### config.mk
export PLATFORM = sky130hd
export DESIGN_NAME = glyph_pixel_unit
export DESIGN_NICKNAME = d
export VERILOG_FILES = /design/src/design/video_text_pkg.sv /design/src/design/glyph_pixel_unit.sv
export SDC_FILE = /design/constraint.sdc
export NUM_CORES = 1
export LEC_CHECK = 0
export ABC_AREA = 1
export BUFFER_PORTS_ARGS = -buffer_cell sky130_fd_sc_hd__buf_2
export CAP_MARGIN = 20
export CORE_MARGIN = 2
export CORE_UTILIZATION = 40
export CTS_CLUSTER_SIZE = 28
export DETAILED_ROUTE_END_ITERATION = 16
export PLACE_DENSITY_LB_ADDON = 0.12
export SLEW_MARGIN = 20
export SYNTH_ARGS = -nofsm -noshare
export SYNTH_HDL_FRONTEND = slang
export SYNTH_SLANG_ARGS = --single-unit
### constraint.sdc
create_clock -name pixel_clk_i -period 1.5 [get_ports pixel_clk_i]
set_clock_uncertainty 0.15 [all_clocks]
set_input_delay 0.225 -clock pixel_clk_i [delete_from_list [all_inputs] [get_ports pixel_clk_i]]
set_output_delay 0.225 -clock pixel_clk_i [all_outputs]
set_load 0.05 [all_outputs]
### src/design/video_text_pkg.sv
package video_text_pkg;

	// 640x480 at 60 Hz, 800x525 total with blanking
	localparam int H_ACTIVE     = 640;
	localparam int H_SYNC_START = 656;
	localparam int H_SYNC_END   = 752;
	localparam int H_TOTAL      = 800;

	localparam int V_ACTIVE     = 480;
	localparam int V_SYNC_START = 490;
	localparam int V_SYNC_END   = 492;
	localparam int V_TOTAL      = 525;

	// raster counter width and the scanline the counters leave reset on
	localparam int CNT_W      = 10;
	localparam int RESET_LINE = 481;

	// text grid of 8x16 glyphs
	localparam int COLS    = 80;
	localparam int ROWS    = 30;
	localparam int GLYPH_W = 8;
	localparam int GLYPH_H = 16;

	localparam int COL_IDX_W   = 7;
	localparam int ROW_IDX_W   = 5;
	localparam int GLYPH_ROW_W = 4;

	// lead of the lookahead counters, equal to the pixel pipeline depth
	localparam int LOOKAHEAD = 4;

	// video memory map
	localparam int MEM_ADDR_W = 13;
	localparam int CELL_BASE  = 0;
	localparam int GLYPH_BASE = 4096;

	// one character cell, code in the top byte
	typedef struct packed {
		logic [7:0] code;
		logic [3:0] fg;
		logic [3:0] bg;
	} cell_t;

	// red in the top byte, blue in the bottom one
	typedef logic [23:0] rgb_t;

	// standard CGA colours
	localparam rgb_t PALETTE [16] = '{
		24'h000000, 24'h0000aa, 24'h00aa00, 24'h00aaaa,
		24'haa0000, 24'haa00aa, 24'haa5500, 24'haaaaaa,
		24'h555555, 24'h5555ff, 24'h55ff55, 24'h55ffff,
		24'hff5555, 24'hff55ff, 24'hffff55, 24'hffffff
	};

	// memory requesters, in falling priority
	typedef enum logic [1:0] {
		GLYPH,
		ROW,
		HOST,
		NONE
	} mem_req_e;

	typedef enum logic [1:0] {
		IDLE,
		FETCH,
		DRAIN
	} fetch_state_e;

endpackage
### src/design/glyph_pixel_unit.sv
`timescale 1ns/10ps

module glyph_pixel_unit (
	input  logic                                   pixel_clk_i,
	input  logic                                   rstn_i,
	input  logic                                   glyph_slot_i,
	input  logic [video_text_pkg::COL_IDX_W-1:0]   ahead_col_i,
	input  logic [video_text_pkg::GLYPH_ROW_W-1:0] glyph_row_i,
	input  video_text_pkg::cell_t                  lb_cell_i,
	input  logic                                   glyph_valid_i,
	input  video_text_pkg::cell_t                  mem_rdata_i,
	output logic [video_text_pkg::COL_IDX_W-1:0]   lb_col_o,
	output logic                                   glyph_req_o,
	output logic [video_text_pkg::MEM_ADDR_W-1:0]  glyph_addr_o,
	output video_text_pkg::rgb_t                   rgb_o
);
	import video_text_pkg::*;

	// pipeline for a character whose slot is at cycle t
	// t    line buffer read at the lookahead column
	// t+1  cell latched, glyph row requested
	// t+2  glyph row at the memory output, loaded into the shifter
	// t+3  palette lookup of the first pixel
	// t+4  rgb_o valid, the display counter has caught up by LOOKAHEAD

	// stage 1
	logic                   slot_q;
	cell_t                  cell_q;
	logic [GLYPH_ROW_W-1:0] row_q;

	// stage 2, bits leave from the top, bit 7 is the leftmost pixel
	logic [GLYPH_W-1:0] bits_q;
	// marks the pixels that belong to a visible character
	logic [GLYPH_W-1:0] mask_q;
	logic [3:0]         fg_q;
	logic [3:0]         bg_q;

	assign lb_col_o = ahead_col_i;

	always_ff @(posedge pixel_clk_i or negedge rstn_i) begin
		if (!rstn_i)
			slot_q <= 1'b0;
		else
			slot_q <= glyph_slot_i;
	end

	always_ff @(posedge pixel_clk_i) begin
		if (glyph_slot_i) begin
			cell_q <= lb_cell_i;
			row_q  <= glyph_row_i;
		end
	end

	// only codes below 128 have glyphs
	assign glyph_req_o  = slot_q;
	assign glyph_addr_o = MEM_ADDR_W'(GLYPH_BASE + cell_q.code[6:0] * GLYPH_H + row_q);

	// colours travel with the glyph bits, cell_q is overwritten by the next slot
	// before the last pixel of this character is shown
	always_ff @(posedge pixel_clk_i) begin
		if (glyph_valid_i) begin
			bits_q <= mem_rdata_i[GLYPH_W-1:0];
			fg_q   <= cell_q.fg;
			bg_q   <= cell_q.bg;
		end else begin
			bits_q <= bits_q << 1;
		end
	end

	// the mask runs out eight pixels after the last glyph of a line
	always_ff @(posedge pixel_clk_i or negedge rstn_i) begin
		if (!rstn_i)
			mask_q <= '0;
		else if (glyph_valid_i)
			mask_q <= '1;
		else
			mask_q <= mask_q << 1;
	end

	// black in blanking
	always_ff @(posedge pixel_clk_i or negedge rstn_i) begin
		if (!rstn_i)
			rgb_o <= '0;
		else if (mask_q[GLYPH_W-1])
			rgb_o <= PALETTE[bits_q[GLYPH_W-1] ? fg_q : bg_q];
		else
			rgb_o <= '0;
	end

endmodule

Word level (Yosys, flattened, before mapping). Memories as Yosys holds them, arrays and structs flattened. Cells that the tools add are included.

Flip-flop bits (word level): 68. Bits in latches: 0. Bits in writable memories: 0. Bits in read-only memories: 384. Bits of input ports: 47. Output and inout bits: 45. Word-level logic and storage cells: 22. Memories: 1.

Add/sub/neg operators: 2. Multipliers: 0. Div/mod/pow operators: 0. Magnitude comparators: 1. Equality and inequality tests: 0. Shift-type cells: 0. Muxes and demuxes: 6. Bitwise gates (word level): 1. Reductions and logical operators: 0.

Memory list: (name not given) (depth 16, width 24, read ports 1, clocked after memory_dff 0, wr ports 0, RTL line glyph_pixel_unit.sv:85) `rgb_o <= PALETTE[bits_q[GLYPH_W-1] ? fg_q : bg_q];`.

Operators with widths (count): two-way mux 24 bit (3); two-way mux 8 bit (2); adder 13 x 11 -> 13 bit, first input constant (1); adder 13 x 4 -> 13 bit (1); >= comparator 5 bit, second input constant (1); NOT 4 -> 5 bit (1); two-way mux 4 bit (1).

Logic depth before layout (Yosys ltp).
Word-level depth: 6. Depth in mapped cells: 6. Mapped depth without buffers: 6.

Worst setup path before layout. OpenSTA, ideal clock, no wires.

Path type: register to output. Start: register, netlist name rgb_o[22]. End: output port rgb_o[16]. Data arrival time: 0.996 ns. Data required time: 1.125 ns. Path slack: 0.129 ns. Cell stages (with the launch flop): 2. Path buffers: 1. Path through: dfrtp_1 > buf_4.

RTL lines: end, declared (RTL line glyph_pixel_unit.sv:15) `output video_text_pkg::rgb_t rgb_o`.

==> results.ini <==
[power_and_ir_drop]
power.total_mw=3.006
p_clk_share_pct=25.1
p_per_area_nw_per_um2=1269
combinationalPowerShare_pct=22.9
p_sw_share_pct=32.64
cellLeakagePower_nw=1.102
p_int_mw=2.025
p_seq_share_pct=52.0
peakVddDrop_uv=793.3
p_sw_mw=0.9814

[worst_setup_path]
reg2reg_depth=5
cp_slowest_cell=dfrtp_1
cp-end-kind=output pin
cp.required_ns=1.12
worst-path-max-fanout=8
cp_num_buf_inv=1
slowest_delay_ns=0.42
crit_path_start_kind=flip-flop
crit_arrival_ns=1.02
worstReg2RegEnd=rgb_o[15]$_DFF_PN0_
r2r_setup_slack_ns=0.43
critPathKind=reg2out
cp_top_family=flip-flops
crit_chain=buf_2
worstReg2RegStart=bits_q[7]$_DFF_P_

[drt]
wire_per_inst_um=9.952
drtAntennaViolNets=0
drtIter0Drc=38
viasPerCell=4.217
drc=0
dr.pass1.iters=4
via_count=1147
drt_wl_total_um=2707

[cts]
cts_setup_buffers=0
cts_tree=done
cts_root_buffer=clkbuf_8
cts_resized=0
insertion_delay_ns=0.30
cts_max_level=2
cts_buffers=5
clkSinkCount=49
clk_pin_slew_ns=0.09
ctsLongestPathBuffers=2

[logic_synthesis]
avgSynthCellArea_um2=12.14
syn_inst=154
ys_seq_elements=49
ys_seq_area_share_pct=70.68
synthDistinctLibCells=13
synth_warnings=0
syn-num-nets=201
syn_area_um2=1869

[die]
core_um2=4414
die_y_um=72.36
row_count=24
die_w_um=72.36
initial_core_util_pct=42.35
io_pins=92
dieArea_um2=5236

[worst_hold_path]
hold_path_end=mask_q[0]$_DFF_PN0_
min_from=glyph_valid_i
hp-class=in2reg
hold_depth=1

[run_status]
status=finished, final reports clean

[timing]
finalHoldViolCount=0
fmax_ghz=0.7181
setup_viol=0
post-route-period-util_pct=92.83
finalSetupTns_ns=0
min_period_ns=1.393
rsz0062_at_grt=no
slew_viol_final=0

[finish]
synthToLayoutAreaGrowth_pct=26.71
final_cell_mix=buf_2, nand2_1, dlygate4sd3_1
drive_gt1_share_pct=37.27
fill_cells=378
nets=266
final_common_cell=buf_2
insertedDiodeCount=0

[global_routing]
grt_pass1_vias=1161
grt_pass1_wl_um=4774
grt_max_degree=26
grtUsageTotal_pct=12.22
grt_overflow_total=0
antenna_found_initial=0

[place]
hpwlAfterDp_um=1826
portBuffers=66
gp_congestion=0.8380

[job]
cap_violations=0

[cell families (layout without fill, tap and decap cells)]
logic type	after synthesis	after routing	share of synthesized area (%)
flops	49	49	70.68
other cells	2	2	0.4018
simple gates	54	54	11.91
buf+inv	48	114	16.73
compound gates	1	1	0.2675
[power groups by stage]
stage	Clock [mW]	Sequential [mW]	Combinational, mW
after floorplan	0	1.69	0.532
after CTS	0.790	1.57	0.693
after global placement	0	1.59	0.634
final	0.754	1.56	0.688
after global routing	0.841	1.58	0.730
after detailed placement	0	1.60	0.637
[worst max path at each step]
stage,startpoint,endpoint,depth (start not counted)
global route,rgb_o[22]$_DFF_PN0_,rgb_o[0],1
detailed placement,glyph_valid_i,bits_q[5]$_DFF_P_,4
floorplan,rgb_o[22]$_DFF_PN0_,rgb_o[16],1
global placement,glyph_valid_i,bits_q[7]$_DFF_P_,4
CTS,rgb_o[22]$_DFF_PN0_,rgb_o[0],1
finish,rgb_o[22]$_DFF_PN0_,rgb_o[0],1
[flip-flops by register name, summed over array words and instances, names as in the netlist]
signal       count
row_q            4
fg_q             4
glyph_req_o      1
rgb_o            5
bg_q             4
cell_q          15
mask_q           8
bits_q           8
[through the flow]
step / cells / hold WS (ns) / cell area [µm²] / util, % / worst slack, ns
after detailed placement: 236 / -0.01452 / 1997 / 45.24 / 0.2536
after CTS: 272 / 0.1208 / 2369 / 53.66 / 0.07811
after floorplan: 154 / -0.2206 / 1869 / - / 0.1291
after global routing: 272 / 0.1403 / 2369 / 53.66 / 0.01785
after global placement: 236 / -0.02561 / 1997 / 45.24 / 0.3101
final: 272 / 0.1224 / 2369 / 53.66 / 0.1075
[cells in the mapped netlist]
master | count | area, µm²
edfxtp_1 | 27 | 810.8
nor2_1 | 5 | 18.77
nand2_1 | 40 | 150.1
dfrtp_1 | 14 | 350.3
or2_2 | 7 | 43.79
nand3_1 | 2 | 10.01
buf_4 | 35 | 262.8
dfxtp_1 | 8 | 160.2
inv_2 | 1 | 3.750
o21ai_0 | 1 | 5.000
inv_1 | 11 | 41.29
buf_2 | 1 | 5.000
conb_1 | 2 | 7.510
[timing repair]
item | CTS | global route
hold buffers | 28 | 0
endpoints found under the hold margin | 41 | 0
setup endpoints to repair | 0 | 0
[layer usage]
layer | track usage (%) | part of all wire, %
met5 | 0 | 0
met4 | 7.966 | 2.7
met3 | 5.417 | 11
met2 | 19.78 | 47
met1 | 12.89 | 40
[cell type report]
cell class	instances	area, µm²	share of cell area, %
inverter	12	45.04	1.902
clock buffer	5	68.82	2.905
timing repair buffer	94	610.6	25.78
multi-input combinational	57	235.2	9.931
tap	52	65.06	2.747
sequential	49	1321	55.78
clock inverter	3	22.52	0.9509
(Power assumes the default switching activity.)
