--- src/design/video_text_pkg.sv ---
package video_text_pkg;

	// 640x480 at 60 Hz, 800x525 total with blanking
	localparam int H_ACTIVE     = 640;
	localparam int H_SYNC_START = 656;
	localparam int H_SYNC_END   = 752;
	localparam int H_TOTAL      = 800;

	localparam int V_ACTIVE     = 480;
	localparam int V_SYNC_START = 490;
	localparam int V_SYNC_END   = 492;
	localparam int V_TOTAL      = 525;

	// raster counter width and the scanline the counters leave reset on
	localparam int CNT_W      = 10;
	localparam int RESET_LINE = 481;

	// text grid of 8x16 glyphs
	localparam int COLS    = 80;
	localparam int ROWS    = 30;
	localparam int GLYPH_W = 8;
	localparam int GLYPH_H = 16;

	localparam int COL_IDX_W   = 7;
	localparam int ROW_IDX_W   = 5;
	localparam int GLYPH_ROW_W = 4;

	// lead of the lookahead counters, equal to the pixel pipeline depth
	localparam int LOOKAHEAD = 4;

	// video memory map
	localparam int MEM_ADDR_W = 13;
	localparam int CELL_BASE  = 0;
	localparam int GLYPH_BASE = 4096;

	// one character cell, code in the top byte
	typedef struct packed {
		logic [7:0] code;
		logic [3:0] fg;
		logic [3:0] bg;
	} cell_t;

	// red in the top byte, blue in the bottom one
	typedef logic [23:0] rgb_t;

	// standard CGA colours
	localparam rgb_t PALETTE [16] = '{
		24'h000000, 24'h0000aa, 24'h00aa00, 24'h00aaaa,
		24'haa0000, 24'haa00aa, 24'haa5500, 24'haaaaaa,
		24'h555555, 24'h5555ff, 24'h55ff55, 24'h55ffff,
		24'hff5555, 24'hff55ff, 24'hffff55, 24'hffffff
	};

	// memory requesters, in falling priority
	typedef enum logic [1:0] {
		GLYPH,
		ROW,
		HOST,
		NONE
	} mem_req_e;

	typedef enum logic [1:0] {
		IDLE,
		FETCH,
		DRAIN
	} fetch_state_e;

endpackage
--- src/design/mem_arbiter.sv ---
`timescale 1ns/10ps

module mem_arbiter (
	input  logic                                   pixel_clk_i,
	input  logic                                   rstn_i,
	input  logic                                   glyph_req_i,
	input  logic [video_text_pkg::MEM_ADDR_W-1:0]  glyph_addr_i,
	input  logic                                   row_req_i,
	input  logic [video_text_pkg::MEM_ADDR_W-1:0]  row_addr_i,
	input  logic                                   host_we_i,
	input  logic [video_text_pkg::MEM_ADDR_W-1:0]  host_addr_i,
	input  video_text_pkg::cell_t                  host_wdata_i,
	output logic                                   row_gnt_o,
	output logic                                   glyph_valid_o,
	output logic                                   row_valid_o,
	output logic                                   host_busy_o,
	output logic                                   mem_en_o,
	output logic                                   mem_we_o,
	output logic [video_text_pkg::MEM_ADDR_W-1:0]  mem_addr_o,
	output video_text_pkg::cell_t                  mem_wdata_o
);
	import video_text_pkg::*;

	// one pending host write
	logic                  pend_q;
	logic [MEM_ADDR_W-1:0] pend_addr_q;
	cell_t                 pend_wdata_q;

	// requester owning the memory this cycle, and the one from last cycle
	mem_req_e gnt;
	mem_req_e gnt_q;

	// glyph reader first, it has no way to wait
	always_comb begin
		if (glyph_req_i)
			gnt = GLYPH;
		else if (row_req_i)
			gnt = ROW;
		else if (pend_q)
			gnt = HOST;
		else
			gnt = NONE;
	end

	always_comb begin
		case (gnt)
			GLYPH:   mem_addr_o = glyph_addr_i;
			ROW:     mem_addr_o = row_addr_i;
			default: mem_addr_o = pend_addr_q;
		endcase
	end

	assign mem_en_o    = (gnt != NONE);
	assign mem_we_o    = (gnt == HOST);
	assign mem_wdata_o = pend_wdata_q;
	assign row_gnt_o   = (gnt == ROW);

	// a strobe while a write is still pending is lost
	always_ff @(posedge pixel_clk_i or negedge rstn_i) begin
		if (!rstn_i) begin
			pend_q <= 1'b0;
			gnt_q  <= NONE;
		end else begin
			gnt_q <= gnt;
			if (!pend_q)
				pend_q <= host_we_i;
			else if (gnt == HOST)
				pend_q <= 1'b0;
		end
	end

	always_ff @(posedge pixel_clk_i) begin
		if (host_we_i && !pend_q) begin
			pend_addr_q  <= host_addr_i;
			pend_wdata_q <= host_wdata_i;
		end
	end

	// read data sits at the memory output one cycle after the grant
	assign glyph_valid_o = (gnt_q == GLYPH);
	assign row_valid_o   = (gnt_q == ROW);
	assign host_busy_o   = pend_q;

endmodule

--- config.mk ---
export PLATFORM = sky130hd
export DESIGN_NAME = mem_arbiter
export DESIGN_NICKNAME = d
export VERILOG_FILES = /design/src/design/video_text_pkg.sv /design/src/design/mem_arbiter.sv
export SDC_FILE = /design/constraint.sdc
export NUM_CORES = 1
export LEC_CHECK = 0
export ABC_CLOCK_PERIOD_IN_PS = 2900
export BUFFER_PORTS_ARGS = -buffer_cell sky130_fd_sc_hd__buf_2
export CORE_MARGIN = 1
export CORE_UTILIZATION = 39
export DETAILED_ROUTE_END_ITERATION = 12
export GPL_TIMING_DRIVEN = 0
export PLACE_DENSITY = 0.78
export SLEW_MARGIN = 20
export SYNTH_ARGS = -nofsm -noshare
export SYNTH_HDL_FRONTEND = slang
export SYNTH_SLANG_ARGS = --single-unit
--- constraint.sdc ---
create_clock -name pixel_clk_i -period 2.9 [get_ports pixel_clk_i]
set_input_delay 0.58 -clock pixel_clk_i [delete_from_list [all_inputs] [get_ports pixel_clk_i]]
set_output_delay 0.58 -clock pixel_clk_i [all_outputs]
set_load 0.005 [all_outputs]
# Word-level counts from Yosys, hierarchy flattened
# Index checks and enable logic that the tools add are counted.
# Widths: inputs -> output; s select.
[totals]
memories = 0
ff_bits = 32
elab_cells = 20
output_inout_bits = 35
romBits = 0
latch_bits = 0
ramBits = 0
inputBits = 60
[op_classes]
order_cmp = 0
mux = 6
n_eq_ne = 4
reduce_logical = 4
div_mod_pow = 0
bitwise_logic = 0
mul = 0
add_sub_neg = 0
shifts = 0
[ops]
columns = ["operator", "count"]
rows = [
  ["$pmux 13 s2", 1],
  ["$eq 2x1->1 const B", 2],
  ["$logic_not 2->1", 2],
  ["$mux 2", 2],
  ["$mux 1", 3],
  ["$eq 2x2->1 const B", 1],
  ["$ne 2x2->1 const B", 1],
  ["$logic_and 1x1->1", 1],
  ["$logic_not 1->1", 1],
]

# Depth between registers and ports, before layout
[logic_depth]
word_depth = 6
ltp_mapped = 4

# Worst setup path before layout
# No wires, ideal clock.
[synth_timing]
kind = "input port to flip-flop"
startpoint = "input port host_we_i"
endpoint = "register pend_wdata_q, in the netlist mem_wdata_o[0], enable pin"
path_buffers = 0
slack_ns = 0.582
required_ns = 2.482
arrival_time_ns = 1.899
stages = 1
cell_sequence = "nor2b_1"
[synth_between]
elab_chain_len = 1
[synth_rtl]
columns = ["element", "line", "rtl"]
rows = [
  ["from (decl)", "mem_arbiter.sv:10", "input logic host_we_i,"],
  ["$logic_and 1x1->1", "mem_arbiter.sv:73", "if (host_we_i && !pend_q) begin"],
  ["to (signal assigned)", "mem_arbiter.sv:75", "pend_wdata_q <= host_wdata_i;"],
  ["to (decl)", "mem_arbiter.sv:27", "cell_t pend_wdata_q;"],
]
# Every way passes these cells.
# A chain may end at the register's enable or synchronous reset.

# Worst setup path in the final report
[layout_timing]
startpoint = "register pend_q (netlist: host_busy_o)"
endpoint = "output port mem_en_o"
[layout_between]
elab_chain_len = 4
[layout_rtl]
columns = ["element", "line", "rtl"]
rows = [
  ["from (decl)", "mem_arbiter.sv:25", "logic pend_q;"],
  ["from (signal assigned)", "mem_arbiter.sv:66", "pend_q <= host_we_i;"],
  ["$mux 1", "mem_arbiter.sv:39", "else if (pend_q)"],
  ["$mux 2", "mem_arbiter.sv:37", "else if (row_req_i)"],
  ["$mux 2", "mem_arbiter.sv:35", "if (glyph_req_i)"],
  ["$ne 2x2->1", "mem_arbiter.sv:53", "assign mem_en_o = (gnt != NONE);"],
  ["to (decl)", "mem_arbiter.sv:17", "output logic mem_en_o,"],
]
# Every way passes these cells.

==> flow_metrics.tcl <==
set metrics [dict create \
    irDropWorstVdd_mv 0.325 \
    hold_buffers 0 \
    cp_data_required_time_ns 2.32 \
    routedWlPerCell_um 13.0 \
    yosysSeqAreaShare_pct 73.5 \
    ys_ff_latch 32 \
    fin_crit_ns 1.87 \
    reg2reg_from "host_busy_o" \
    postPlaceCellArea_um2 1810 \
    worst_path_largest_cell_delay_ns 0.47 \
    path_cells "or3_1 -> buf_2" \
    combPwrFrac_pct 14.5 \
    grt_util_all_layers_pct 18.0 \
    core_area_um2 3100 \
    clkPwrFrac_pct 24.8 \
    fin_area_um2 1860 \
    rows 20 \
    area_growth_pct 44.0 \
    grt_first_pass_wirelength_um 4340 \
    vias_per_cell 4.57 \
    p_leak_uw 0.000864 \
    layout_setup_ws_ns 1.03 \
    cts.sinks 32 \
    port_buffers 92 \
    pre_cts_ws_ns 1.05 \
    worstSetupPathType "flip-flop to output port" \
    crit_slowest_cell "dfrtp_1" \
    die-area_um2 3540 \
    drive_above_1_share_pct 55.4 \
    syn_area_per_cell_um2 14.8 \
    cts_tree "yes" \
    antenna_found_initial 0 \
    clockBufferDepth 2 \
    layout.nets 246 \
    synth.area.top_cells "edfxtp_1 68%, mux2i_1 10%, dfstp_2 4.1%" \
    syn_area_um2 1290 \
    r2r-end "pend_addr_q[3]" \
    hold_violations 0 \
    p_switching_uw 206 \
    status "finished clean" \
    cts_buffers 5 \
    antenna-diode-count 0 \
    cts_max_level 2 \
    start_kind "flip-flop" \
    cp_num_buf_inv 1 \
    die-width_um 59.5 \
    maxCapViolations 0 \
    synth_area_leader_cell "edfxtp_1" \
    slew_viol_final 0 \
    clock_latency_ns 0.33 \
    antenna_left 0 \
    pwr_density_cell_nw_per_um2 480 \
    cts_resized 0 \
    synth_top_area_share_pct 67.5 \
    synthCells 87 \
    dr.pass1.iters 2 \
    grt_max_degree 30 \
    rsz0062_at_grt "no" \
    fin_setup_tns_ns 0 \
    crit_path_end_kind "output port" \
    worst_slew_pin_slew_ns 0.778 \
    synth_cell_types 17 \
    rr_worst_depth 1 \
    dp_hpwl_um 2430 \
    drtIter0Drc 16 \
    clk_pin_slew_worst_paths_ns 0.08 \
    cts_root_buf "clkbuf_4" \
    die_h_um 59.5 \
    slew_headroom_pct 48.0 \
    vias 1051 \
    finalCoreUtilization_pct 59.9 \
    grt_pass1_vias 1020 \
    hold_path.class "primary input to asynchronous set/reset pin" \
    timing.final.crit_share_pct 64.5 \
    place_congestion 0.722 \
    p_int_uw 686 \
    power.share.switching_pct 23.1 \
    skew_ns 0.00717 \
    crit_family "flip-flops" \
    drt-total-wl_um 2990 \
    crit_fanout 7 \
    fmax_mhz 534 \
    post-cts-setup-buffers 0 \
    grt_overflow_total 0 \
    setup_viol 0 \
    cp.arrival_ns 1.29 \
    start_util_pct 41.6 \
    pwr-share-seq_pct 60.7 \
    syn_nets 147 \
    r2r_slack_ns 1.41 \
    total_power_uw 892 \
    boundaryPins 95 \
    synth_warnings 0 \
    drc 0 \
]
## cells by family (layout without fill, tap and decap cells)
group / Yosys count / in the layout / synth area share [%]
compound gates: 15 / 15 / 5.82
simple gates: 21 / 21 / 6.89
flops: 32 / 32 / 73.5
buf+inv: 6 / 105 / 3.69
mux: 13 / 13 / 10.1
## through the flow
step,cells,hold WS [ns]
floorplan,87,0.284
global placement,223,0.373
detailed placement,223,0.374
CTS,230,0.00771
global route,230,0.00940
finish,230,0.0281
## power groups by stage
stage          Combinational (µW)  Sequential [µW]  Clock, µW
2_1_floorplan                51.4              552          0
3_3_place_gp                  126              551          0
3_5_place_dp                  131              552          0
4_1_cts                       132              542        231
5_1_grt                       143              544        245
6_report                      129              541        221
## synth_stat cells
master	number
o21ai_0	4
nor2b_1	2
buf_6	1
nand2_1	13
a21oi_1	2
or3_1	1
nor2_1	4
clkbuf_1	2
mux2i_1	13
inv_1	1
dfrtp_1	1
o21ai_1	9
buf_12	1
and2_1	1
dfstp_2	2
buf_2	1
edfxtp_1	29
## placed cells by master (no fill, tap or decap), types with 2 or more instances in the layout
| cell type | n |
|---|---|
| o21ai_1 | 9 |
| o21ai_0 | 4 |
| clkbuf_1 | 2 |
| clkbuf_4 | 5 |
| nor2_1 | 4 |
| dfstp_2 | 2 |
| nand2_1 | 13 |
| mux2i_1 | 13 |
| a21oi_1 | 2 |
| edfxtp_1 | 29 |
| buf_2 | 93 |
| clkinv_1 | 2 |
## how the worst max path moves through the flow
| stage | startpoint | endpoint | slack [ns] | cells after the start |
|---|---|---|---|---|
| after global placement | host_we_i | mem_wdata_o[14] | 0.03 | 2 |
| after global routing | host_busy_o | mem_en_o | 0.96 | 2 |
| final | host_busy_o | mem_en_o | 1.03 | 2 |
| after detailed placement | row_req_i | mem_addr_o[11] | 1.05 | 5 |
| after CTS | host_busy_o | mem_en_o | 1.00 | 2 |
| after floorplan | host_we_i | mem_wdata_o[0] | 0.58 | 1 |
## sequential cells by signal, indices dropped and copies added (netlist names)
register and count:
mem_wdata_o 16, gnt_q 2, host_busy_o 1, pend_addr_q 13
## layer usage
metal / part of all wire, % / up-vias / GRT usage [%] / wire [µm]
met5: 0 / - / 0 / 0
met4: 1.7 / 0 / 7.97 / 52
met3: 12 / 6 / 9.83 / 350
met2: 54 / 55 / 32.6 / 1620
met1: 32 / 478 / 16.4 / 968
li1: - / 512 / - / -
## cell type report
class	count	area (µm²)
well taps	44	55.1
inverters	1	3.75
plain buffers	5	43.8
flip-flops and latches	32	948
clock buffers	5	37.5
fillers	261	1240
clock inverters	2	7.51
multi-input cells	49	302
repair buffers	92	460
No activity file was read; power rests on OpenSTA's default activity.
