## config.mk

```make
export PLATFORM = sky130hd
export DESIGN_NAME = video_timing
export DESIGN_NICKNAME = d
export VERILOG_FILES = /design/src/design/video_text_pkg.sv /design/src/design/video_timing.sv
export SDC_FILE = /design/constraint.sdc
export NUM_CORES = 1
export LEC_CHECK = 0
export BUFFER_PORTS_ARGS = -buffer_cell sky130_fd_sc_hd__buf_2
export CAP_MARGIN = 15
export CORE_UTILIZATION = 45
export CTS_CLUSTER_DIAMETER = 50
export DETAILED_ROUTE_END_ITERATION = 6
export GPL_ROUTABILITY_DRIVEN = 0
export GPL_TIMING_DRIVEN = 0
export HOLD_SLACK_MARGIN = 0.02
export PLACE_DENSITY = 0.64
export SLEW_MARGIN = 20
export SYNTH_ARGS = -nofsm -noshare
export SYNTH_HDL_FRONTEND = slang
export SYNTH_SLANG_ARGS = --single-unit
```

## constraint.sdc

```tcl
create_clock -name pixel_clk_i -period 3.32 [get_ports pixel_clk_i]
set_input_delay 0.664 -clock pixel_clk_i [delete_from_list [all_inputs] [get_ports pixel_clk_i]]
set_output_delay 0.664 -clock pixel_clk_i [all_outputs]
set_load 0.05 [all_outputs]
```

## src/design/video_text_pkg.sv

```systemverilog
package video_text_pkg;

	// 640x480 at 60 Hz, 800x525 total with blanking
	localparam int H_ACTIVE     = 640;
	localparam int H_SYNC_START = 656;
	localparam int H_SYNC_END   = 752;
	localparam int H_TOTAL      = 800;

	localparam int V_ACTIVE     = 480;
	localparam int V_SYNC_START = 490;
	localparam int V_SYNC_END   = 492;
	localparam int V_TOTAL      = 525;

	// raster counter width and the scanline the counters leave reset on
	localparam int CNT_W      = 10;
	localparam int RESET_LINE = 481;

	// text grid of 8x16 glyphs
	localparam int COLS    = 80;
	localparam int ROWS    = 30;
	localparam int GLYPH_W = 8;
	localparam int GLYPH_H = 16;

	localparam int COL_IDX_W   = 7;
	localparam int ROW_IDX_W   = 5;
	localparam int GLYPH_ROW_W = 4;

	// lead of the lookahead counters, equal to the pixel pipeline depth
	localparam int LOOKAHEAD = 4;

	// video memory map
	localparam int MEM_ADDR_W = 13;
	localparam int CELL_BASE  = 0;
	localparam int GLYPH_BASE = 4096;

	// one character cell, code in the top byte
	typedef struct packed {
		logic [7:0] code;
		logic [3:0] fg;
		logic [3:0] bg;
	} cell_t;

	// red in the top byte, blue in the bottom one
	typedef logic [23:0] rgb_t;

	// standard CGA colours
	localparam rgb_t PALETTE [16] = '{
		24'h000000, 24'h0000aa, 24'h00aa00, 24'h00aaaa,
		24'haa0000, 24'haa00aa, 24'haa5500, 24'haaaaaa,
		24'h555555, 24'h5555ff, 24'h55ff55, 24'h55ffff,
		24'hff5555, 24'hff55ff, 24'hffff55, 24'hffffff
	};

	// memory requesters, in falling priority
	typedef enum logic [1:0] {
		GLYPH,
		ROW,
		HOST,
		NONE
	} mem_req_e;

	typedef enum logic [1:0] {
		IDLE,
		FETCH,
		DRAIN
	} fetch_state_e;

endpackage
```

## src/design/video_timing.sv

```systemverilog
`timescale 1ns/10ps

module video_timing (
	input  logic                                    pixel_clk_i,
	input  logic                                    rstn_i,
	output logic                                    hsync_o,
	output logic                                    vsync_o,
	output logic                                    de_o,
	output logic                                    glyph_slot_o,
	output logic                                    row_fetch_start_o,
	output logic [video_text_pkg::ROW_IDX_W-1:0]    row_idx_o,
	output logic [video_text_pkg::COL_IDX_W-1:0]    ahead_col_o,
	output logic [video_text_pkg::GLYPH_ROW_W-1:0]  glyph_row_o
);
	import video_text_pkg::*;

	// display position and lookahead position, the latter LOOKAHEAD pixels in front
	logic [CNT_W-1:0] x_q, y_q;
	logic [CNT_W-1:0] x_nxt, y_nxt;
	logic [CNT_W-1:0] ax_q, ay_q;
	logic [CNT_W-1:0] ax_nxt, ay_nxt;

	function automatic logic [CNT_W-1:0] step_x(input logic [CNT_W-1:0] x);
		return (x == CNT_W'(H_TOTAL - 1)) ? '0 : x + 1'b1;
	endfunction

	// y only moves when x wraps
	function automatic logic [CNT_W-1:0] step_y(input logic [CNT_W-1:0] x,
			input logic [CNT_W-1:0] y);
		logic [CNT_W-1:0] y_n;
		y_n = y;
		if (x == CNT_W'(H_TOTAL - 1))
			y_n = (y == CNT_W'(V_TOTAL - 1)) ? '0 : y + 1'b1;
		return y_n;
	endfunction

	assign x_nxt  = step_x(x_q);
	assign y_nxt  = step_y(x_q, y_q);
	assign ax_nxt = step_x(ax_q);
	assign ay_nxt = step_y(ax_q, ay_q);

	// syncs come from the next display position so they line up with the
	// registered rgb of the pixel unit
	always_ff @(posedge pixel_clk_i or negedge rstn_i) begin
		if (!rstn_i) begin
			x_q     <= '0;
			y_q     <= CNT_W'(RESET_LINE);
			ax_q    <= CNT_W'(LOOKAHEAD);
			ay_q    <= CNT_W'(RESET_LINE);
			hsync_o <= 1'b0;
			vsync_o <= 1'b0;
			de_o    <= 1'b0;
		end else begin
			x_q     <= x_nxt;
			y_q     <= y_nxt;
			ax_q    <= ax_nxt;
			ay_q    <= ay_nxt;
			hsync_o <= (x_nxt >= CNT_W'(H_SYNC_START)) && (x_nxt < CNT_W'(H_SYNC_END));
			vsync_o <= (y_nxt >= CNT_W'(V_SYNC_START)) && (y_nxt < CNT_W'(V_SYNC_END));
			de_o    <= (x_nxt < CNT_W'(H_ACTIVE)) && (y_nxt < CNT_W'(V_ACTIVE));
		end
	end

	// one glyph slot at the first pixel of every visible character
	assign glyph_slot_o = (ax_q < CNT_W'(H_ACTIVE)) && (ay_q < CNT_W'(V_ACTIVE)) &&
		(ax_q[$clog2(GLYPH_W)-1:0] == '0);

	assign ahead_col_o = ax_q[$clog2(GLYPH_W) +: COL_IDX_W];
	assign glyph_row_o = ay_q[GLYPH_ROW_W-1:0];

	// fetch on the last scanline of a text row, or on the last line of the
	// frame for row 0; row 29 is the last one and needs no follower
	assign row_fetch_start_o = (ax_q == CNT_W'(H_ACTIVE)) &&
		(((ay_q[GLYPH_ROW_W-1:0] == GLYPH_ROW_W'(GLYPH_H - 1)) &&
		(ay_q < CNT_W'(V_ACTIVE - 1))) || (ay_q == CNT_W'(V_TOTAL - 1)));

	assign row_idx_o = (ay_q == CNT_W'(V_TOTAL - 1)) ? '0 :
		ay_q[GLYPH_ROW_W +: ROW_IDX_W] + 1'b1;

endmodule

```

### Yosys cells after proc, flatten, opt, wreduce, memory -nomap -nowiden

Cells that the tools add are included.

* input bits: 2
* word-level logic and storage cells: 42
* flip-flop bits (word level): 43
* output and inout port bits: 21

* order comparisons: 9
* multiplexer cells: 6
* reductions and logical operators: 9
* $add $sub $neg: 5
* eq/ne operators: 6

Operators with widths (number)
* $eq 10x10->1 const B: 5
* $mux 10: 5
* $add 10x1->10 const B: 4
* $lt 10x9->1 const B: 4
* $lt 10x10->1 const B: 3
* $ge 10x10->1 const B: 1
* $ge 10x9->1 const B: 1
* $logic_and 1x1->1: 7
* $add 5x1->5 const B: 1
* $mux 5: 1
* $eq 4x4->1 const B: 1
* $logic_not 3->1: 1
* $logic_or 1x1->1: 1

### Longest topological paths before layout

Gate-level depths: netlist (run 1).

* depth in word-level cells: 5
* mapped depth: 9
* mapped depth without buffers: 7

### Least setup slack after synthesis (run 1)

No wires, ideal clock.

* path kind: register -> output
* start: register ay_q[4]
* end: output row_fetch_start_o
* data arrival time: 2.741 ns
* stages on the path, launching flop included: 7
* required time: 2.656 ns
* path slack: -0.085 ns
* buffers on the path: 0
* cells stage by stage: dfrtp_1 inv_1 ha_1 nand4_1 nor4_2 a21oi_1 nor4_1

* longest elaborated chain between the ends: 4
* elaborated cells on any way between the ends: 5
* classes of those cells: order compare (1); eq/ne (1); reduce/logical (3)

Ends and longest elaborated chain
* start, declared: RTL line video_timing.sv:20 `logic [CNT_W-1:0] ax_q, ay_q;`
* start signal, assigned: RTL line video_timing.sv:49 `ay_q <= CNT_W'(RESET_LINE);`
* start signal, assigned: RTL line video_timing.sv:57 `ay_q <= ay_nxt;`
* $lt 10x9->1: RTL line video_timing.sv:75 `(ay_q < CNT_W'(V_ACTIVE - 1))) || (ay_q == CNT_W'(V_TOTAL - 1)));`
* $logic_and 1x1->1: RTL line video_timing.sv:74 `(((ay_q[GLYPH_ROW_W-1:0] == GLYPH_ROW_W'(GLYPH_H - 1)) &&`
* $logic_or 1x1->1 *: RTL line video_timing.sv:75
* $logic_and 1x1->1 *: RTL line video_timing.sv:73 `assign row_fetch_start_o = (ax_q == CNT_W'(H_ACTIVE)) &&`
* end, declared: RTL line video_timing.sv:10 `output logic row_fetch_start_o,`

Every way passes the cells marked *; elsewhere a longest branch is shown, timed or not.

### Final worst setup path (run 1)

Same ends and word-level chain as after synthesis.

==> out/summary.txt, run 1 <==
Mux cell area share after synthesis - 0.00385
Number of gates on the worst path with buffers counted - 7
Row count - 27
Worst hold slack - 504 ps
EDFF count, synth - 0
Number of buffer and inverter instances along the worst setup path - 2
Kind of start point of the critical path - register
I/O pins - 23
Signal arrival time at the worst endpoint - 2280 ps
Power per cell area - 328 nW/um^2
CTS buffer count - 5
Worst hold path cell count - 1
Cell leakage power - 0.00125 uW
Clock transition at the registers of the reported paths - 80 ps
Ratio of routed vias to standard cells - 5.43
Total die area - 6080 um^2
Dominant combinational cell family by area after synthesis - simple AND/OR/NAND/NOR gates
Post-DP HPWL - 3.50 mm
Slew Limit Fails - 0
Slew Limit Headroom - 0.365
Overall overflow remaining after global route - 0
CP Capture Type - output pin
Fraction of synthesized cell area in xor and xnor cells - 0.0809
Final setup skew - 6.36 ps
Net count after synthesis - 289
Worst path top cell family by delay - simple AND/OR/NAND/NOR gates
Final Routed Wirelength - 5.07 mm
Setup-violating endpoint count in the final report - 0
Overall Power - 962 uW
Reg-to-reg critical path endpoint - vsync_o
Antenna Violating Nets Remaining - 0
Unrepaired setup endpoints after global routing - no
Worst setup path category - register to output pin
Count of antenna diodes in the layout - 0
Buffer depth of the longest clock path - 2
Area growth from synthesis to final layout - 12.8%
Sink of the worst hold path - y_q[8]
Commonest non-fill, non-tap cells in the layout - dfrtp_1, buf_2, nand3_1, nand2_1, nor2_1
Part of the Yosys area used for sequential elements - 0.419
Max_cap viols - 0
Pin count of the biggest net entering global routing - 44
Worst skew pair latency - 300 ps
Number of buffers inserted to repair setup after CTS - 0
Clock tree from TritonCTS - done
Reg2reg setup slack - 940 ps
Via count of the first global-routing pass - 1925
Clock sink total - 43
Horizontal die dimension - 78.0 um
Height of the die - 78.0 um
Most used flip-flop cell after synthesis - dfrtp_1
Post-route DRC violation count - 0
Mean post-synth cell area - 9.42 um^2
Highest clock frequency the design can meet - 340 MHz
TritonRoute pass-1 iters - 4
Synthesis Warnings - 0
Global-route wire length before repair - 8.94 mm
Share of synthesized cell area in full adder, half adder and majority cells - 0.0530
Worst VDD drop - 0.189 mV
Largest stage delay on the critical path - 480 ps
Placeable Area - 5540 um^2
Core Util, Final - 0.529
Startpoint of the worst-slack reg-to-reg timing path - x_q[0]
Synthesized-area fraction occupied by and/or/nand/nor cells - 0.270
Tightest Pin Transition - 952 ps
Port buffer count - 22
Total GRT Usage - 0.184
Hold Path Origin - y_q[8]
Hold violation count in the final report - 0
Final TNS setup - 0 ps
Detail-routed net length per standard cell - 13.4 um
Proportion of synthesized flip-flops having asynchronous set or reset - 1.00
Synth unique cells - 52
Share of layout cells above drive strength 1 - 0.219
Filler cell count - 557
Number of levels the H-tree was split into - 2
Required time at the endpoint of the critical path - 2660 ps
Post-layout net count - 318
Number of antenna violations at the first check in global routing - 0
Most frequent standard cell in the layout excluding fill and tap cells - dfrtp_1
Starting density of the core - 0.469
Largest fanout on the critical path - 9
Status - completed
Netlist area before placement - 2600 um^2
Compound-cell area share of the yosys netlist - 0.104
Ordered cell list for the critical path - inv_1, ha_1, nand4_1, nor4_4, a21oi_1, nor4_2, buf_2
Cell area after placement - 2810 um^2
Final instance area - 2930 um^2
DR vias - 2053
Minimum clock period after layout - 2940 ps
Post-Syn Instances - 276
Standard cell with the maximum stage delay on the critical path - dfrtp_1
Fraction of the cycle the final worst path needs - 0.886
Class of the tightest hold or removal check - register to register
Post-synthesis register bit count - 43
Violation count after the first detailed-route iteration - 82
Worst r2r path cells - 9
Root buffer selected by CTS - clkbuf_8
## routing by layer
layer,share of wire,up-vias,track usage
met5,0,-,0
met4,0.010,0,0.0593
met3,0.029,6,0.0388
met2,0.49,29,0.301
met1,0.47,979,0.243
li1,-,1039,-
## cell type report
type | count | area, um^2 | share of cell area
tap | 72 | 90.1 | 0.0307
clock inverter | 2 | 35.0 | 0.0120
buffer | 20 | 126 | 0.0431
multi-input combinational | 199 | 1350 | 0.459
clock buffer | 6 | 82.6 | 0.0282
inverter | 14 | 52.6 | 0.0179
timing repair buffer | 22 | 110 | 0.0376
sequential | 43 | 1090 | 0.372
## power by group
group	leakage, uW	internal (uW)	switching, uW
sequential	0.000526	524	0
clock	0.0000612	244	184
combinational	0.000666	0.427	9.78
total	0.00125	768	194
## stage by stage
step,worst slack (ps),std cells
after CTS,190,378
after detailed placement,525,370
after global routing,174,378
final,380,378
after global placement,533,370
after floorplan,469,276
## Yosys cell counts (4+ instances only)
cell	n	share of area
inv_1	14	0.020
o21ai_0	17	0.033
nand3_1	21	0.040
ha_1	11	0.053
nor2b_1	4	0.0096
xor2_1	10	0.034
and3_1	5	0.012
buf_4	11	0.032
dfstp_2	11	0.11
nand2_1	19	0.027
nand4_1	12	0.029
nand2b_1	6	0.014
xnor2_1	14	0.047
nor4_1	5	0.012
clkbuf_1	6	0.0087
a21oi_1	4	0.0077
dfrtp_1	32	0.31
nor2_1	18	0.026
nor3_1	4	0.0077
o31ai_1	7	0.020
## sequential cells by signal, indices dropped and copies added (netlist names)
register and flops:
ax_q 10, ay_q 10, de_o 1, hsync_o 1, vsync_o 1, x_q 10
y_q 10
## cell families after synthesis
kind of cell	count (synthesis)
fa+ha+maj	11
simple gates	120
compound gates	43
xor+xnor	24
flops	43
buf+inv	34
mux	1
## repair_timing
| item | CTS | global route |
|---|---|---|
| setup endpoints to repair | 0 | 1 |
| resized for setup | 0 | 1 |
| hold buffers | 0 | 0 |
## how the worst max path moves through the flow
stage	start	endpoint	slack [ps]
finish	ay_q[4]	row_fetch_start_o	380
global route	ay_q[4]	row_fetch_start_o	170
CTS	ay_q[4]	row_fetch_start_o	190
detailed placement	ay_q[4]	row_fetch_start_o	520
global placement	ay_q[4]	row_fetch_start_o	530
floorplan	ay_q[4]	row_fetch_start_o	470
No activity file was read; power rests on OpenSTA's default activity.
==> run 2, diff against run 1 <==
--- a/config.mk
+++ b/config.mk
@@ -5,6 +5,7 @@
 export SDC_FILE = /design/constraint.sdc
 export NUM_CORES = 1
 export LEC_CHECK = 0
+export ABC_AREA = 1
 export BUFFER_PORTS_ARGS = -buffer_cell sky130_fd_sc_hd__buf_2
 export CAP_MARGIN = 15
 export CORE_UTILIZATION = 45
==> constraint.sdc (replaced) <==
create_clock -name pixel_clk_i -period 3.4 [get_ports pixel_clk_i]
set_input_delay 0.68 -clock pixel_clk_i [delete_from_list [all_inputs] [get_ports pixel_clk_i]]
set_output_delay 0.68 -clock pixel_clk_i [all_outputs]
set_load 0.05 [all_outputs]
==> out/summary.txt, run 2 <==
Height of the die - 79.2 um (was 78.0 um)
Library cell with the largest summed area after synthesis - dfrtp_1 (unchanged)
Via count of the first global-routing pass - 2098 (was 1925)
Buffer depth of the longest clock path - 2 (unchanged)
Proportion of synthesized flip-flops having asynchronous set or reset - 1.00 (unchanged)
Clock tree from TritonCTS - done (unchanged)
Net count after synthesis - 373 (was 289)
Seq pwr share - 0.509 (was 0.545)
Final TNS setup - 0 ps (unchanged)
Part of the Yosys area used for sequential elements - 0.407 (was 0.419)
Highest clock frequency the design can meet - 354 MHz
Worst VDD drop - 0.210 mV (was 0.189 mV)
Tightest Pin Transition - 625 ps (was 952 ps)
Dpl ws - 939 ps (was 525 ps)
CP Capture Type - output pin (unchanged)
Hold violation count in the final report - 0 (unchanged)
Required time at the endpoint of the critical path - 2720 ps (was 2660 ps)
Switching power as a share of total power - 0.199 (was 0.201)
Total of cells resized after clock tree synthesis - 0 (unchanged)
Netlist area before placement - 2680 um^2 (was 2600 um^2)
Number of buffers inserted to repair setup after CTS - 0 (unchanged)
Cell leakage power - 0.00156 uW (was 0.00125 uW)
Area growth from synthesis to final layout - 12.7% (was 12.8%)
Synth unique cells - 31 (was 52)
I/O pins - 23 (unchanged)
Final instance area - 3020 um^2 (was 2930 um^2)
Worst skew pair latency - 300 ps (about the same)
Area share of the leading cell type in the synthesized netlist - 0.299 (was 0.308)
Slew Limit Headroom - 0.579 (was 0.365)
Antenna Violating Nets Remaining - 0 (unchanged)
Post-layout net count - 402 (was 318)
CTS buffer count - 5 (unchanged)
Total die area - 6270 um^2 (was 6080 um^2)
Ranking of synthesized cells by area - dfrtp_1, nand2_1, dfstp_2 (was dfrtp_1, dfstp_2, ha_1)
Post-route DRC violation count - 0 (unchanged)
Cell area after placement - 2880 um^2 (was 2810 um^2)
Proportion of power drawn by combinational gates - 0.010 (was 0.011)
Ratio of routed vias to standard cells - 4.85 (was 5.43)
Total internal power - 806 uW (was 768 uW)
Power per cell area - 333 nW/um^2 (was 328 nW/um^2)
Most frequent standard cell in the layout excluding fill and tap cells - nand2_1 (was dfrtp_1)
Clock sink total - 43 (unchanged)
EDFF count, synth - 0 (unchanged)
Post-Syn Instances - 360 (was 276)
Net switching power - 200 uW (was 194 uW)
Clock Power Share - 0.481 (was 0.445)
Filler cell count - 563 (was 557)
Starting density of the core - 0.478 (was 0.469)
Number of levels the H-tree was split into - 2 (unchanged)
Row count - 27 (unchanged)
Setup-violating endpoint count in the final report - 0 (unchanged)
Minimum clock period after layout - 2820 ps
Worst setup path category - register to output pin (unchanged)
TritonRoute pass-1 iters - 5 (was 4)
Number of buffers added to fix hold violations after cts - 0 (unchanged)
Final Routed Wirelength - 5.16 mm (was 5.07 mm)
Status - completed (unchanged)
Post-DP HPWL - 3.81 mm (was 3.50 mm)
Share of layout cells above drive strength 1 - 0.187 (was 0.219)
Fraction of the cycle the final worst path needs - 0.831
DR vias - 2239 (was 2053)
Largest fanout on the critical path - 8 (was 9)
Source of the critical timing path - ay_q[0] (was ay_q[4])
Class of the tightest hold or removal check - input port to async pin (was register to register)
Worst-case setup margin in the final layout - 576 ps (was 380 ps)
Ranking of synthesized cells by instance count - nand2_1, inv_1, nor2_1, dfrtp_1, nand3_1 (was dfrtp_1, nand3_1, nand2_1, nor2_1, o21ai_0)
Commonest non-fill, non-tap cells in the layout - nand2_1, inv_1, nor2_1, dfrtp_1, nand3_1 (was dfrtp_1, buf_2, nand3_1, nand2_1, nor2_1)
Most used flip-flop cell after synthesis - dfrtp_1 (unchanged)
Horizontal die dimension - 79.2 um (was 78.0 um)
Placeable Area - 5610 um^2 (was 5540 um^2)
Detail-routed net length per standard cell - 11.2 um (was 13.4 um)
Root buffer selected by CTS - clkbuf_8 (unchanged)
Most used standard cell by instance count after synthesis - nand2_1 (was dfrtp_1)
Pin count of the biggest net entering global routing - 44 (unchanged)
Final setup skew - 5.45 ps (was 6.36 ps)
Overall overflow remaining after global route - 0 (unchanged)
Kind of start point of the critical path - register (unchanged)
Synthesis Warnings - 0 (unchanged)
Clock transition at the registers of the reported paths - 90 ps (was 80 ps)
Total GRT Usage - 0.191 (was 0.184)
Count of antenna diodes in the layout - 0 (unchanged)
Signal arrival time at the worst endpoint - 2140 ps (was 2280 ps)
Global-route wire length before repair - 9.47 mm (was 8.94 mm)
Post-synthesis register bit count - 43 (unchanged)
Max_cap viols - 0 (unchanged)
Unrepaired setup endpoints after global routing - no (unchanged)
Mean post-synth cell area - 7.44 um^2 (was 9.42 um^2)
Port buffer count - 22 (unchanged)
Slew Limit Fails - 0 (unchanged)
Startpoint of the worst-slack reg-to-reg timing path - x_q[0] (unchanged)
Violation count after the first detailed-route iteration - 115 (was 82)
Number of antenna violations at the first check in global routing - 0 (unchanged)
==> run 2: cell count changes in the layout (fill, tap and decap cells not counted), sizes merged, moves of 4 or more <==
cell,change
nand3,+5
nor4,-7
nand2,+69
nor2b,-4
o21ai,-5
xnor2,-13
and3,-6
nor2,+25
clkbuf,-6
inv,+53
nor3,+7
nand2b,-6
==> run 2: cells by family (layout without fill, tap and decap cells) <==
| logic type | count (synthesis) | in the layout | share of synthesized area |
|---|---|---|---|
| AND/OR/NAND/NOR | 182 | 182 | 0.302 |
| XOR/XNOR | 12 | 12 | 0.0392 |
| AO/OA/AOI/OAI | 28 | 28 | 0.0607 |
| flip-flops | 43 | 43 | 0.407 |
| adder cells (fa/ha/maj) | 11 | 11 | 0.0514 |
| buffers and inverters | 84 | 114 | 0.141 |
==> run 2: final cells by class <==
type | instances | area (um^2) | share of cell area
Buffer | 16 | 120 | 0.0398
Inverter | 68 | 256 | 0.0850
Tap cell | 72 | 90.1 | 0.0298
Clock buffer | 5 | 68.8 | 0.0228
Clock inverter | 3 | 67.6 | 0.0224
Timing Repair Buffer | 22 | 113 | 0.0373
Sequential cell | 43 | 1090 | 0.361
Multi-Input combinational cell | 233 | 1210 | 0.402
==> run 2: worst max-delay path, cell delays in order, from the launching register on <==
cell     delay (ps)
dfstp_2         580
inv_1           100
ha_1            210
nand4_1          90
inv_1            40
nand2_1         160
inv_2           120
nor3_1          230
buf_2           310
==> run 2: stage by stage <==
step	utilization	hold WS (ps)	cells	power (uW)
2_1_floorplan	-	384	360	521
3_3_place_gp	0.514	483	454	532
3_5_place_dp	0.514	506	454	532
4_1_cts	0.538	512	462	1020
5_1_grt	0.538	399	462	1040
6_report	0.538	349	462	1010
==> run 2: per-layer routing <==
metal	part of all wire	vias up	GRT usage
li1	-	1170	-
met1	0.48	1022	0.245
met2	0.48	41	0.328
met3	0.034	6	0.0379
met4	0.0093	0	0.0436
met5	0	-	0
==> run 2: power by group through the flow <==
stage | Clock (uW) | Sequential [uW] | Combinational, uW
floorplan | 0 | 521 | 0.000861
global placement | 0 | 521 | 11.2
detailed placement | 0 | 521 | 11.0
CTS | 494 | 512 | 11.2
global route | 517 | 512 | 12.9
finish | 484 | 512 | 10.2
==> run 2: path summary, 6_finish.rpt <==
path	depth (start not counted)	slack [ps]	endpoint
setup reg to reg	11	1640	de_o
max in group asynchronous	1	2670	ay_q[6]
hold / removal	1	350	x_q[5]
min in group pixel_clk_i	2	500	ay_q[8]
hold reg to reg	2	500	ay_q[8]
setup / recovery	8	580	row_idx_o[2]
==> run 3, diff against run 2 <==
==> constraint.sdc (replaced) <==
create_clock -name pixel_clk_i -period 2.6 [get_ports pixel_clk_i]
set_input_delay 0.52 -clock pixel_clk_i [delete_from_list [all_inputs] [get_ports pixel_clk_i]]
set_output_delay 0.52 -clock pixel_clk_i [all_outputs]
set_load 0.05 [all_outputs]
==> out/summary.txt, run 3 (same netlist as run 2, synthesis figures left out) <==
Status - completed (unchanged)
Starting density of the core - 0.478 (unchanged)
Clock tree from TritonCTS - done (unchanged)
Slew Limit Fails - 0 (unchanged)
Area growth from synthesis to final layout - 11.4% (was 12.7%)
TritonRoute pass-1 iters - 4 (was 5)
Kind of start point of the critical path - register (unchanged)
Share of layout cells above drive strength 1 - 0.193 (was 0.187)
Signal arrival time at the worst endpoint - 2000 ps (was 2140 ps)
Setup-violating endpoint count in the final report - 0 (unchanged)
Core Util, Final - 0.532 (was 0.538)
Horizontal die dimension - 79.2 um (unchanged)
Global-route wire length before repair - 9.24 mm (was 9.47 mm)
Filler cell count - 590 (was 563)
Total die area - 6270 um^2 (unchanged)
Placeable Area - 5610 um^2 (unchanged)
Violation count after the first detailed-route iteration - 80 (was 115)
Dpl ws - 344 ps (was 939 ps)
Root buffer selected by CTS - clkbuf_8 (unchanged)
Fraction of the cycle the final worst path needs - 0.969
Clock sink total - 43 (unchanged)
Final setup skew - 4.36 ps (was 5.45 ps)
Commonest non-fill, non-tap cells in the layout - nand2_1, inv_1, nor2_1, dfrtp_1, nand3_1 (unchanged)
Count of antenna diodes in the layout - 0 (unchanged)
Power per cell area - 373 nW/um^2 (was 333 nW/um^2)
Detail-routed net length per standard cell - 10.9 um (was 11.2 um)
Port buffer count - 22 (unchanged)
Slew Limit Headroom - 0.570 (was 0.579)
Class of the tightest hold or removal check - input port to async pin (unchanged)
Ratio of routed vias to standard cells - 4.78 (was 4.85)
Pin count of the biggest net entering global routing - 44 (unchanged)
Post-DP HPWL - 3.72 mm (was 3.81 mm)
Unrepaired setup endpoints after global routing - yes (was no)
Highest clock frequency the design can meet - 397 MHz
Height of the die - 79.2 um (unchanged)
Post-route DRC violation count - 0 (unchanged)
Worst-case setup margin in the final layout - 81.5 ps (was 576 ps)
DR vias - 2204 (was 2239)
Largest stage delay on the critical path - 580 ps (about the same)
I/O pins - 23 (unchanged)
Clock transition at the registers of the reported paths - 80 ps (was 90 ps)
Required time at the endpoint of the critical path - 2080 ps (was 2720 ps)
Final instance area - 2990 um^2 (was 3020 um^2)
Antenna Violating Nets Remaining - 0 (unchanged)
Standard cell with the maximum stage delay on the critical path - dfstp_2 (unchanged)
Worst setup path category - register to output pin (unchanged)
Post-layout net count - 402 (unchanged)
Number of buffers added to fix hold violations after cts - 0 (unchanged)
Most frequent standard cell in the layout excluding fill and tap cells - nand2_1 (unchanged)
Row count - 27 (unchanged)
Critical path's most frequent cell - inv_1 (unchanged)
Overall overflow remaining after global route - 0 (unchanged)
Cell leakage power - 0.00154 uW (was 0.00156 uW)
Final TNS setup - 0 ps (unchanged)
Largest fanout on the critical path - 5 (was 8)
Buffer depth of the longest clock path - 2 (unchanged)
Via count of the first global-routing pass - 2177 (was 2098)
Minimum clock period after layout - 2520 ps
Max_cap viols - 0 (unchanged)
Tightest Pin Transition - 640 ps (was 625 ps)
CTS buffer count - 5 (unchanged)
Final Routed Wirelength - 5.02 mm (was 5.16 mm)
Number of levels the H-tree was split into - 2 (unchanged)
CP Capture Type - output pin (unchanged)
Ordered cell list for the critical path - ha_2, inv_1, nor2_1, inv_1, nor3_1, o21ai_0, a21oi_1, buf_4 (was inv_1, ha_1, nand4_1, inv_1, nand2_1, inv_2, nor3_1, buf_2)
Overall Power - 1110 uW (was 1010 uW)
Total GRT Usage - 0.185 (was 0.191)
Number of antenna violations at the first check in global routing - 0 (unchanged)
Worst skew pair latency - 290 ps (was 300 ps)
Hold violation count in the final report - 0 (unchanged)
Worst VDD drop - 0.194 mV (was 0.210 mV)
Cell area after placement - 2890 um^2 (was 2880 um^2)
[run 3: power by group]
group          internal, uW  switching, uW  total [uW]
Combinational         0.994           12.6        13.6
Sequential              669              0         669
Clock                   209            223         432
[run 3: worst max-delay path: cells and delay by family, from the launching register on]
family | cells | cell delay [ps]
AOI/OAI and AO/OA | 2 | 280
adders and majority gates | 1 | 210
buffers and inverters | 3 | 360
DFF | 1 | 580
and+or+nand+nor | 2 | 280
[run 3: layout make-up]
type | count | area (um^2) | share of cell area
repair buffers | 22 | 118 | 0.0394
flip-flops and latches | 43 | 1090 | 0.365
plain buffers | 16 | 120 | 0.0402
clock inverters | 1 | 5.00 | 0.00168
well taps | 72 | 90.1 | 0.0302
multi-input cells | 233 | 1220 | 0.410
inverters | 68 | 256 | 0.0859
clock buffers | 6 | 82.6 | 0.0277
[run 3: path summary, 6_finish.rpt]
check	cells past startpoint	from	slack (ps)	end
max in group asynchronous	1	rstn_i	2010	ax_q[2]
min in group pixel_clk_i	1	x_q[0]	490	x_q[0]
hold / removal	1	rstn_i	210	x_q[5]
setup / recovery	8	ay_q[0]	80	row_fetch_start_o
hold reg to reg	1	x_q[0]	490	x_q[0]
setup reg to reg	8	x_q[0]	850	vsync_o
[run 3: timing repair]
| item | CTS | global route |
|---|---|---|
| gates resized for setup | 0 | 5 |
| setup buffers | 0 | 0 |
| endpoints found under the setup margin | 0 | 4 |
[run 3: per-stage QoR]
| step | hold slack (ps) | std cells |
|---|---|---|
| 2_1_floorplan | 224 | 360 |
| 3_3_place_gp | 482 | 454 |
| 3_5_place_dp | 488 | 454 |
| 4_1_cts | 413 | 461 |
| 5_1_grt | 255 | 461 |
| 6_report | 205 | 461 |
[run 3: layer usage]
| layer | part of all wire | vias to the layer above | GRT usage |
|---|---|---|---|
| met5 | 0 | - | 0 |
| met4 | 0.013 | 0 | 0.0782 |
| met1 | 0.48 | 1002 | 0.220 |
| met3 | 0.027 | 6 | 0.0425 |
| li1 | - | 1168 | - |
| met2 | 0.48 | 28 | 0.319 |
